### src/rtl/hyper_axi_pkg.sv
// HyperBus AXI front end shared definitions
// Bus widths, the AXI address view and the AXI response codes
package hyper_axi_pkg;

    // ========================================================================
    // Widths
    // ========================================================================
    localparam int unsigned AXI_ADDR_W    = 32;
    localparam int unsigned DATA_W        = 16;
    localparam int unsigned STRB_W        = DATA_W / 8;
    localparam int unsigned LEN_W         = 8;
    // Up to 256 words per transfer
    localparam int unsigned HYPER_BLEN_W  = 9;
    localparam int unsigned NUM_CHIPS     = 2;
    localparam int unsigned CHIP_OFFSET_W = 24;
    localparam int unsigned HYPER_ADDR_W  = CHIP_OFFSET_W - 1;

    // W buffer
    localparam int unsigned WFIFO_DEPTH   = 8;
    localparam int unsigned WFIFO_PTR_W   = $clog2(WFIFO_DEPTH);

    // ========================================================================
    // AXI response codes
    // ========================================================================
    localparam logic [1:0] RESP_OKAY   = 2'b00;
    localparam logic [1:0] RESP_SLVERR = 2'b10;

    // ========================================================================
    // AXI address, seen raw or split into chip index and byte offset
    // ========================================================================
    typedef struct packed {
        logic [6:0]               unused;
        logic                     chip;
        logic [CHIP_OFFSET_W-1:0] offset;
    } hyper_axi_addr_fields_t;

    typedef union packed {
        logic [AXI_ADDR_W-1:0]  raw;
        hyper_axi_addr_fields_t fields;
    } hyper_axi_addr_u;

endpackage

### src/rtl/hyper_ax_arbiter.sv
`timescale 1ns/1ps
// AX arbiter: round-robin choice between AR and AW, held in a two-slot
// spill register before the command side
module hyper_ax_arbiter
    import hyper_axi_pkg::*;
(
    input  logic                  clk_i,
    input  logic                  rst_ni,
    input  logic [AXI_ADDR_W-1:0] ar_addr_i,
    input  logic [LEN_W-1:0]      ar_len_i,
    input  logic                  ar_valid_i,
    output logic                  ar_ready_o,
    input  logic [AXI_ADDR_W-1:0] aw_addr_i,
    input  logic [LEN_W-1:0]      aw_len_i,
    input  logic                  aw_valid_i,
    output logic                  aw_ready_o,
    output logic [AXI_ADDR_W-1:0] ax_addr_o,
    output logic [LEN_W-1:0]      ax_len_o,
    output logic                  ax_write_o,
    output logic                  ax_valid_o,
    input  logic                  ax_ready_i
);

    logic                      prio_q;
    logic                      grant_ar;
    logic                      grant_aw;
    logic                      in_valid;
    logic                      in_ready;
    logic [AXI_ADDR_W+LEN_W:0] in_data;
    logic [AXI_ADDR_W+LEN_W:0] a_data_q;
    logic [AXI_ADDR_W+LEN_W:0] b_data_q;
    logic [AXI_ADDR_W+LEN_W:0] out_data;
    logic                      a_full_q;
    logic                      b_full_q;
    logic                      a_fill;
    logic                      a_drain;
    logic                      b_fill;
    logic                      b_drain;

    // ========================================================================
    // Round-robin grant
    // ========================================================================
    // prio_q low favours the read
    assign grant_ar = ar_valid_i & (~aw_valid_i | ~prio_q);
    assign grant_aw = aw_valid_i & (~ar_valid_i | prio_q);

    assign in_valid   = ar_valid_i | aw_valid_i;
    assign ar_ready_o = grant_ar & in_ready;
    assign aw_ready_o = grant_aw & in_ready;
    assign in_data    = grant_aw ? {1'b1, aw_len_i, aw_addr_i} : {1'b0, ar_len_i, ar_addr_i};

    always_ff @(posedge clk_i or negedge rst_ni) begin
        if (!rst_ni) begin
            prio_q <= 1'b0;
        end else if (in_valid && in_ready && ar_valid_i && aw_valid_i) begin
            prio_q <= ~prio_q;
        end
    end

    // ========================================================================
    // Spill register
    // ========================================================================
    // Slot A takes new requests, slot B holds the older one on a stall
    assign a_fill   = in_valid & in_ready;
    assign a_drain  = a_full_q & ~b_full_q;
    assign b_fill   = a_drain & ~ax_ready_i;
    assign b_drain  = b_full_q & ax_ready_i;
    assign in_ready = ~a_full_q | ~b_full_q;

    always_ff @(posedge clk_i or negedge rst_ni) begin
        if (!rst_ni) begin
            a_full_q <= 1'b0;
            b_full_q <= 1'b0;
        end else begin
            a_full_q <= a_fill | (a_full_q & ~a_drain);
            b_full_q <= b_fill | (b_full_q & ~b_drain);
        end
    end

    always_ff @(posedge clk_i) begin
        if (a_fill) begin
            a_data_q <= in_data;
        end
        if (b_fill) begin
            b_data_q <= a_data_q;
        end
    end

    assign ax_valid_o = a_full_q | b_full_q;
    assign out_data   = b_full_q ? b_data_q : a_data_q;
    assign {ax_write_o, ax_len_o, ax_addr_o} = out_data;

endmodule

### src/rtl/hyper_cmd_gen.sv
`timescale 1ns/1ps
// HyperBus command generator: maps the held AX request to one PHY transfer
module hyper_cmd_gen
    import hyper_axi_pkg::*;
(
    input  logic [AXI_ADDR_W-1:0]   ax_addr_i,
    input  logic [LEN_W-1:0]        ax_len_i,
    input  logic                    ax_write_i,
    input  logic                    ax_valid_i,
    output logic                    ax_ready_o,
    input  logic                    addr_space_i,
    input  logic                    trans_active_i,
    output logic                    trans_write_o,
    output logic                    trans_addr_space_o,
    output logic [HYPER_ADDR_W-1:0] trans_addr_o,
    output logic [HYPER_BLEN_W-1:0] trans_blen_o,
    output logic [NUM_CHIPS-1:0]    trans_cs_o,
    output logic                    trans_valid_o,
    input  logic                    trans_ready_i,
    output logic                    trans_start_o
);

    hyper_axi_addr_u addr_u;

    assign addr_u.raw = ax_addr_i;

    // ========================================================================
    // Command fields
    // ========================================================================
    // Chip index to one-hot select
    always_comb begin
        trans_cs_o = '0;
        trans_cs_o[addr_u.fields.chip] = 1'b1;
    end

    // Byte offset to word address
    assign trans_addr_o       = addr_u.fields.offset[CHIP_OFFSET_W-1:1];
    // AXI length counts beats minus one
    assign trans_blen_o       = HYPER_BLEN_W'(ax_len_i) + HYPER_BLEN_W'(1);
    assign trans_write_o      = ax_write_i;
    assign trans_addr_space_o = addr_space_i;

    // ========================================================================
    // Handshake
    // ========================================================================
    // Only one transfer on the bus at a time
    assign trans_valid_o = ax_valid_i & ~trans_active_i;
    assign ax_ready_o    = trans_ready_i & ~trans_active_i;
    assign trans_start_o = trans_valid_o & trans_ready_i;

endmodule

### src/rtl/hyper_wdata_fifo.sv
`timescale 1ns/1ps
// W data buffer: eight-entry FIFO, drained to the PHY only during a write
module hyper_wdata_fifo
    import hyper_axi_pkg::*;
(
    input  logic              clk_i,
    input  logic              rst_ni,
    input  logic [DATA_W-1:0] w_data_i,
    input  logic [STRB_W-1:0] w_strb_i,
    input  logic              w_last_i,
    input  logic              w_valid_i,
    output logic              w_ready_o,
    input  logic              wr_enable_i,
    output logic [DATA_W-1:0] tx_data_o,
    output logic [STRB_W-1:0] tx_strb_o,
    output logic              tx_last_o,
    output logic              tx_valid_o,
    input  logic              tx_ready_i
);

    logic [DATA_W-1:0]    data_mem [WFIFO_DEPTH];
    logic [STRB_W-1:0]    strb_mem [WFIFO_DEPTH];
    logic                 last_mem [WFIFO_DEPTH];
    logic [WFIFO_PTR_W-1:0] wr_ptr_q;
    logic [WFIFO_PTR_W-1:0] rd_ptr_q;
    logic [WFIFO_PTR_W:0]   count_q;
    logic                 push;
    logic                 pop;

    assign w_ready_o  = (count_q != (WFIFO_PTR_W + 1)'(WFIFO_DEPTH));
    assign tx_valid_o = (count_q != '0) & wr_enable_i;

    assign push = w_valid_i & w_ready_o;
    assign pop  = tx_valid_o & tx_ready_i;

    // Pointers wrap naturally, depth is a power of two
    always_ff @(posedge clk_i or negedge rst_ni) begin
        if (!rst_ni) begin
            wr_ptr_q <= '0;
            rd_ptr_q <= '0;
            count_q  <= '0;
        end else begin
            if (push) begin
                wr_ptr_q <= wr_ptr_q + 1'b1;
            end
            if (pop) begin
                rd_ptr_q <= rd_ptr_q + 1'b1;
            end
            count_q <= count_q + (WFIFO_PTR_W + 1)'(push) - (WFIFO_PTR_W + 1)'(pop);
        end
    end

    always_ff @(posedge clk_i) begin
        if (push) begin
            data_mem[wr_ptr_q] <= w_data_i;
            strb_mem[wr_ptr_q] <= w_strb_i;
            last_mem[wr_ptr_q] <= w_last_i;
        end
    end

    // Head entry straight from storage
    assign tx_data_o = data_mem[rd_ptr_q];
    assign tx_strb_o = strb_mem[rd_ptr_q];
    assign tx_last_o = last_mem[rd_ptr_q];

endmodule

### src/rtl/hyper_trans_tracker.sv
`timescale 1ns/1ps
// Transfer tracker: active and write-ready state, PHY responses to AXI R and B
module hyper_trans_tracker
    import hyper_axi_pkg::*;
(
    input  logic              clk_i,
    input  logic              rst_ni,
    input  logic              trans_start_i,
    input  logic              cmd_write_i,
    input  logic              tx_done_i,
    input  logic [DATA_W-1:0] rx_data_i,
    input  logic              rx_error_i,
    input  logic              rx_last_i,
    input  logic              rx_valid_i,
    output logic              rx_ready_o,
    output logic [DATA_W-1:0] r_data_o,
    output logic [1:0]        r_resp_o,
    output logic              r_last_o,
    output logic              r_valid_o,
    input  logic              r_ready_i,
    input  logic              b_error_i,
    input  logic              b_valid_i,
    output logic              b_ready_o,
    output logic [1:0]        b_resp_o,
    output logic              b_valid_o,
    input  logic              b_ready_i,
    output logic              trans_active_o,
    output logic              wr_enable_o
);

    logic active_q;
    logic active_reset;
    logic wready_q;

    // ========================================================================
    // Transfer state
    // ========================================================================
    // Ends on the last read beat or on the write acknowledge
    assign active_reset = (rx_valid_i & rx_ready_o & rx_last_i) | (b_valid_i & b_ready_o);

    // Set wins, a new transfer can only start once the old one ended
    always_ff @(posedge clk_i or negedge rst_ni) begin
        if (!rst_ni) begin
            active_q <= 1'b0;
            wready_q <= 1'b0;
        end else begin
            if (trans_start_i) begin
                active_q <= 1'b1;
            end else if (active_reset) begin
                active_q <= 1'b0;
            end
            if (trans_start_i && cmd_write_i) begin
                wready_q <= 1'b1;
            end else if (tx_done_i) begin
                wready_q <= 1'b0;
            end
        end
    end

    assign trans_active_o = active_q;
    assign wr_enable_o    = wready_q;

    // ========================================================================
    // Response channels
    // ========================================================================
    assign r_data_o   = rx_data_i;
    assign r_resp_o   = rx_error_i ? RESP_SLVERR : RESP_OKAY;
    assign r_last_o   = rx_last_i;
    assign r_valid_o  = rx_valid_i;
    assign rx_ready_o = r_ready_i;

    assign b_resp_o   = b_error_i ? RESP_SLVERR : RESP_OKAY;
    assign b_valid_o  = b_valid_i;
    assign b_ready_o  = b_ready_i;

endmodule

### src/rtl/hyper_axi_top.sv
`timescale 1ns/1ps
// HyperBus AXI front end: AXI slave port to PHY command and data streams
module hyper_axi_top
    import hyper_axi_pkg::*;
(
    input  logic                    clk_i,
    input  logic                    rst_ni,
    // AXI slave
    input  logic [AXI_ADDR_W-1:0]   ar_addr_i,
    input  logic [LEN_W-1:0]        ar_len_i,
    input  logic                    ar_valid_i,
    output logic                    ar_ready_o,
    input  logic [AXI_ADDR_W-1:0]   aw_addr_i,
    input  logic [LEN_W-1:0]        aw_len_i,
    input  logic                    aw_valid_i,
    output logic                    aw_ready_o,
    input  logic [DATA_W-1:0]       w_data_i,
    input  logic [STRB_W-1:0]       w_strb_i,
    input  logic                    w_last_i,
    input  logic                    w_valid_i,
    output logic                    w_ready_o,
    output logic [DATA_W-1:0]       r_data_o,
    output logic [1:0]              r_resp_o,
    output logic                    r_last_o,
    output logic                    r_valid_o,
    input  logic                    r_ready_i,
    output logic [1:0]              b_resp_o,
    output logic                    b_valid_o,
    input  logic                    b_ready_i,
    // PHY side
    output logic                    trans_write_o,
    output logic                    trans_addr_space_o,
    output logic [HYPER_ADDR_W-1:0] trans_addr_o,
    output logic [HYPER_BLEN_W-1:0] trans_blen_o,
    output logic [NUM_CHIPS-1:0]    trans_cs_o,
    output logic                    trans_valid_o,
    input  logic                    trans_ready_i,
    output logic [DATA_W-1:0]       tx_data_o,
    output logic [STRB_W-1:0]       tx_strb_o,
    output logic                    tx_last_o,
    output logic                    tx_valid_o,
    input  logic                    tx_ready_i,
    input  logic [DATA_W-1:0]       rx_data_i,
    input  logic                    rx_error_i,
    input  logic                    rx_last_i,
    input  logic                    rx_valid_i,
    output logic                    rx_ready_o,
    input  logic                    b_error_i,
    input  logic                    b_valid_i,
    output logic                    b_ready_o,
    // Config and status
    input  logic                    addr_space_i,
    output logic                    trans_active_o
);

    logic [AXI_ADDR_W-1:0] ax_addr;
    logic [LEN_W-1:0]      ax_len;
    logic                  ax_write;
    logic                  ax_valid;
    logic                  ax_ready;
    logic                  trans_start;
    logic                  trans_active;
    logic                  wr_enable;
    logic                  tx_done;

    // Last write beat accepted by the PHY
    assign tx_done        = tx_valid_o & tx_ready_i & tx_last_o;
    assign trans_active_o = trans_active;

    hyper_ax_arbiter i_ax_arbiter (
        .clk_i      (clk_i),
        .rst_ni     (rst_ni),
        .ar_addr_i  (ar_addr_i),
        .ar_len_i   (ar_len_i),
        .ar_valid_i (ar_valid_i),
        .ar_ready_o (ar_ready_o),
        .aw_addr_i  (aw_addr_i),
        .aw_len_i   (aw_len_i),
        .aw_valid_i (aw_valid_i),
        .aw_ready_o (aw_ready_o),
        .ax_addr_o  (ax_addr),
        .ax_len_o   (ax_len),
        .ax_write_o (ax_write),
        .ax_valid_o (ax_valid),
        .ax_ready_i (ax_ready)
    );

    hyper_cmd_gen i_cmd_gen (
        .ax_addr_i          (ax_addr),
        .ax_len_i           (ax_len),
        .ax_write_i         (ax_write),
        .ax_valid_i         (ax_valid),
        .ax_ready_o         (ax_ready),
        .addr_space_i       (addr_space_i),
        .trans_active_i     (trans_active),
        .trans_write_o      (trans_write_o),
        .trans_addr_space_o (trans_addr_space_o),
        .trans_addr_o       (trans_addr_o),
        .trans_blen_o       (trans_blen_o),
        .trans_cs_o         (trans_cs_o),
        .trans_valid_o      (trans_valid_o),
        .trans_ready_i      (trans_ready_i),
        .trans_start_o      (trans_start)
    );

    hyper_wdata_fifo i_wdata_fifo (
        .clk_i       (clk_i),
        .rst_ni      (rst_ni),
        .w_data_i    (w_data_i),
        .w_strb_i    (w_strb_i),
        .w_last_i    (w_last_i),
        .w_valid_i   (w_valid_i),
        .w_ready_o   (w_ready_o),
        .wr_enable_i (wr_enable),
        .tx_data_o   (tx_data_o),
        .tx_strb_o   (tx_strb_o),
        .tx_last_o   (tx_last_o),
        .tx_valid_o  (tx_valid_o),
        .tx_ready_i  (tx_ready_i)
    );

    hyper_trans_tracker i_trans_tracker (
        .clk_i          (clk_i),
        .rst_ni         (rst_ni),
        .trans_start_i  (trans_start),
        .cmd_write_i    (trans_write_o),
        .tx_done_i      (tx_done),
        .rx_data_i      (rx_data_i),
        .rx_error_i     (rx_error_i),
        .rx_last_i      (rx_last_i),
        .rx_valid_i     (rx_valid_i),
        .rx_ready_o     (rx_ready_o),
        .r_data_o       (r_data_o),
        .r_resp_o       (r_resp_o),
        .r_last_o       (r_last_o),
        .r_valid_o      (r_valid_o),
        .r_ready_i      (r_ready_i),
        .b_error_i      (b_error_i),
        .b_valid_i      (b_valid_i),
        .b_ready_o      (b_ready_o),
        .b_resp_o       (b_resp_o),
        .b_valid_o      (b_valid_o),
        .b_ready_i      (b_ready_i),
        .trans_active_o (trans_active),
        .wr_enable_o    (wr_enable)
    );

endmodule

### config.mk
export PLATFORM = sky130hd
export DESIGN_NAME = hyper_axi_top
export DESIGN_NICKNAME = d
export VERILOG_FILES = /design/src/rtl/hyper_axi_pkg.sv /design/src/rtl/hyper_ax_arbiter.sv /design/src/rtl/hyper_cmd_gen.sv /design/src/rtl/hyper_wdata_fifo.sv /design/src/rtl/hyper_trans_tracker.sv /design/src/rtl/hyper_axi_top.sv
export SDC_FILE = /design/constraint.sdc
export NUM_CORES = 1
export LEC_CHECK = 0
export BUFFER_PORTS_ARGS = -buffer_cell sky130_fd_sc_hd__buf_2
export CAP_MARGIN = 20
export CORE_MARGIN = 2
export CORE_UTILIZATION = 54
export CTS_CLUSTER_SIZE = 24
export DETAILED_ROUTE_END_ITERATION = 8
export HOLD_SLACK_MARGIN = 0.06
export PLACE_DENSITY = 0.8
export RECOVER_POWER = 25
export SLEW_MARGIN = 20
export SYNTH_ARGS = -nofsm -noshare
export SYNTH_HDL_FRONTEND = slang
export SYNTH_SLANG_ARGS = --single-unit
export TNS_END_PERCENT = 1
### constraint.sdc
create_clock -name clk_i -period 5.19 [get_ports clk_i]
set_input_delay 0.2595 -clock clk_i [delete_from_list [all_inputs] [get_ports clk_i]]
set_output_delay 0.2595 -clock clk_i [all_outputs]
set_load 0.005 [all_outputs]
==> out/metrics.yaml <==
worstSetupPathType: "register to primary output"
cpPeakStageDelay_ns: 1.02
power_switching_mw: 1.61
pwr-share-seq: 0.450
synth-seq-cells: 233
power_density_nw_per_um2: 479
drive_gt1_frac: 0.399
final_nets: 873
syn-cell-area_um2: 9770
slew_headroom: 0.305
drc: 0
path_max_fanout: 49
worstSetupEndpointType: "primary output"
ys_seq_area_frac: 0.709
area_growth_pct: 25.8
antenna_found_initial: 0
wl_per_cell_um: 20.8
yosys.area_share.simple: 0.0224
path_delay_family: "flip-flops"
core_um2: 17800
ys.flop_type: "edfxtp_1"
path_cells: "mux2i_1 > inv_1 > ha_1 > o21ai_0 > nor2_1 > xnor2_1 > buf_2"
floorplan.initialDensity: 0.547
finalHoldViolations: 0
drt_iter0_drc: 381
required_ns: 4.93
critPathLaunchType: "register"
hold_class: "input pin to register"
max-clock-path-buffers: 3
p_sw_frac: 0.274
cts_setup_buffers: 0
clock-sinks: 233
die_area_um2: 19200
cts_tree: "done"
nFillCells: 1080
synth_mux_area_frac: 0.192
fin_tns_setup_ns: 0
cts_resized: 0
fin_crit_sh: 0.609
power_frac_comb: 0.259
cts_buffers: 24
dp_hpwl_um: 11500
setup_violations: 0
io_pins: 216
fin_cells: 980
h-tree-depth: 1
grt_usage: 0.211
synth.most_common_cell: "edfxtp_1"
seq_area_um2: 6920
grt_first_pass_wirelength_um: 31600
synthAdderAreaFrac: 0.0136
drtAntennaViolNets: 0
io_buffers: 159
grt_start_max_net_pins: 50
finalClockSkew_ns: 0.00865
die_h_um: 138
globalplace.congestion: 0.773
period_needed_ns: 3.16
max-vdd-ir-drop_v: 0.000382
multi_input_area_um2: 2530
postSynthAreaPerCell_um2: 19.6
cts_hold_buf: 80
cts_root_buf: "clkbuf_16"
synthArstFlopShare: 0.0644
clkLatencyLatePin_ns: 0.51
die_x_um: 138
vias: 5445
synth_edf_count: 218
rsz0062_at_grt: "no"
p_clk_frac: 0.291
synth_commonest_cells: "218 x edfxtp_1, 78 x mux2_2, 28 x mux4_1, 26 x buf_4, 15 x dfrtp_1"
drv_cap: 0
dp_cells: 855
synth_xor_xnor_area_share: 0.0126
antennaDiodeCount: 0
yosysTopAreaCell: "edfxtp_1"
worst_pin_slew_ns: 1.04
overflow: 0
first_global_vias: 5925
synth_warnings: 0
internal-power_mw: 4.27
synth_top_family_by_area: "multiplexers"
crit_slowest_cell: "dfrtp_2"
synth_compound_area_frac: 0.0131
drv_slew: 0
path_buf_inv: 2
cp.arrival_ns: 2.90
dr.pass1.iters: 5
drt_wl_total_um: 20400
synthTopCellsByArea: "edfxtp_1 67%, mux2_2 9.0%, mux4_1 7.5%"
row_count: 49
yosys.area.top_type_share: 0.670
p_leak_nw: 4.58
clk_pin_slew_ns: 0.06
drt-vias-per-instance: 5.56
ys_types: 39
synth_cells: 499
fmax_ghz: 0.316
status: "finished, final reports clean"
[worst paths after layout]
path                                                            from                                 endpoint  slack, ns  cells after the start
worst max-delay path                 i_ax_arbiter.b_full_q$_DFF_PN0_                          trans_blen_o[6]       2.03                      7
worst min-delay path                                    ar_addr_i[9]       i_ax_arbiter.a_data_q[9]$_DFFE_PP_       0.06                      2
worst max register to register  i_wdata_fifo.rd_ptr_q[0]$_DFFE_PN0P_  i_trans_tracker.wr_enable_o$_DFFE_PN0P_       2.74                      5
worst min register to register   i_ax_arbiter.a_data_q[17]$_DFFE_PP_      i_ax_arbiter.b_data_q[17]$_DFFE_PP_       0.45                      0
max in group asynchronous                                     rst_ni     i_wdata_fifo.rd_ptr_q[0]$_DFFE_PN0P_       4.09                      2
min in group asynchronous                                     rst_ni          i_ax_arbiter.a_full_q$_DFF_PN0_       0.43                      2
[flip-flops by register name, summed over array words and instances, names as in the netlist]
name and flops:
i_trans_tracker.trans_active_o 1, i_wdata_fifo.rd_ptr_q 3, i_wdata_fifo.count_q 4, i_wdata_fifo.last_mem 8
i_ax_arbiter.b_data_q 33, i_ax_arbiter.a_data_q 33, i_wdata_fifo.data_mem 128, i_wdata_fifo.wr_ptr_q 3
i_ax_arbiter.a_full_q 1, i_trans_tracker.wr_enable_o 1, i_wdata_fifo.strb_mem 16, i_ax_arbiter.prio_q 1
i_ax_arbiter.b_full_q 1
[power groups by stage]
stage / Clock (mW) / Combinational [mW] / Sequential, mW
floorplan: 0 / 1.07 / 2.53
global placement: 0 / 1.38 / 2.66
detailed placement: 0 / 1.43 / 2.69
CTS: 1.74 / 1.52 / 2.65
global route: 1.81 / 1.64 / 2.69
finish: 1.71 / 1.52 / 2.65
[logic make-up after synthesis]
logic type	after synthesis
flip-flops	233
multiplexers	120
buffers and inverters	58
AND/OR/NAND/NOR	44
AO/OA/AOI/OAI	19
XOR/XNOR	14
adder cells (fa/ha/maj)	10
other	1
[layout by cell type, fill, tap and decap left out, types with 5 or more instances in the layout]
master and n:
clkinv_1 5, nand2_1 11, mux4_1 28, clkbuf_16 25, buf_2 147, clkinv_2 7, inv_1 13, clkbuf_1 13
edfxtp_1 218, dfrtp_1 13, ha_1 9, xnor2_1 8, nor2_2 6, nor2b_1 6, mux2_2 78, nand3_1 5
buf_4 12, a21oi_1 6, nor2_1 5, dlygate4sd3_1 80, mux4_2 10, xor2_1 6
[stage by stage]
step | utilization | total power [mW] | setup slack (ns) | area, um^2 | hold WS [ns]
after floorplan | - | 3.60 | 1.33 | 9770 | -0.0361
after global placement | 0.599 | 4.04 | 2.64 | 10700 | 0.192
after detailed placement | 0.599 | 4.12 | 2.58 | 10700 | 0.203
after CTS | 0.688 | 5.92 | 2.03 | 12300 | 0.0614
after global routing | 0.689 | 6.14 | 1.88 | 12300 | 0.0693
final | 0.689 | 5.88 | 2.03 | 12300 | 0.0631
[layer usage]
metal | track usage | part of all wire | vias to the layer above
li1 | - | - | 2425
met1 | 0.256 | 0.38 | 2731
met2 | 0.382 | 0.52 | 249
met3 | 0.0478 | 0.070 | 40
met4 | 0.0585 | 0.023 | 0
met5 | 0 | 0 | -
[area by class of cell]
class / count / share of cell area
inverter: 13 / 0.00397
clock buffer: 26 / 0.0512
timing repair buffer: 252 / 0.138
multi-input combinational: 209 / 0.206
tap: 229 / 0.0233
clock inverter: 18 / 0.0136
sequential: 233 / 0.563
No activity file was read; power rests on OpenSTA's default activity.
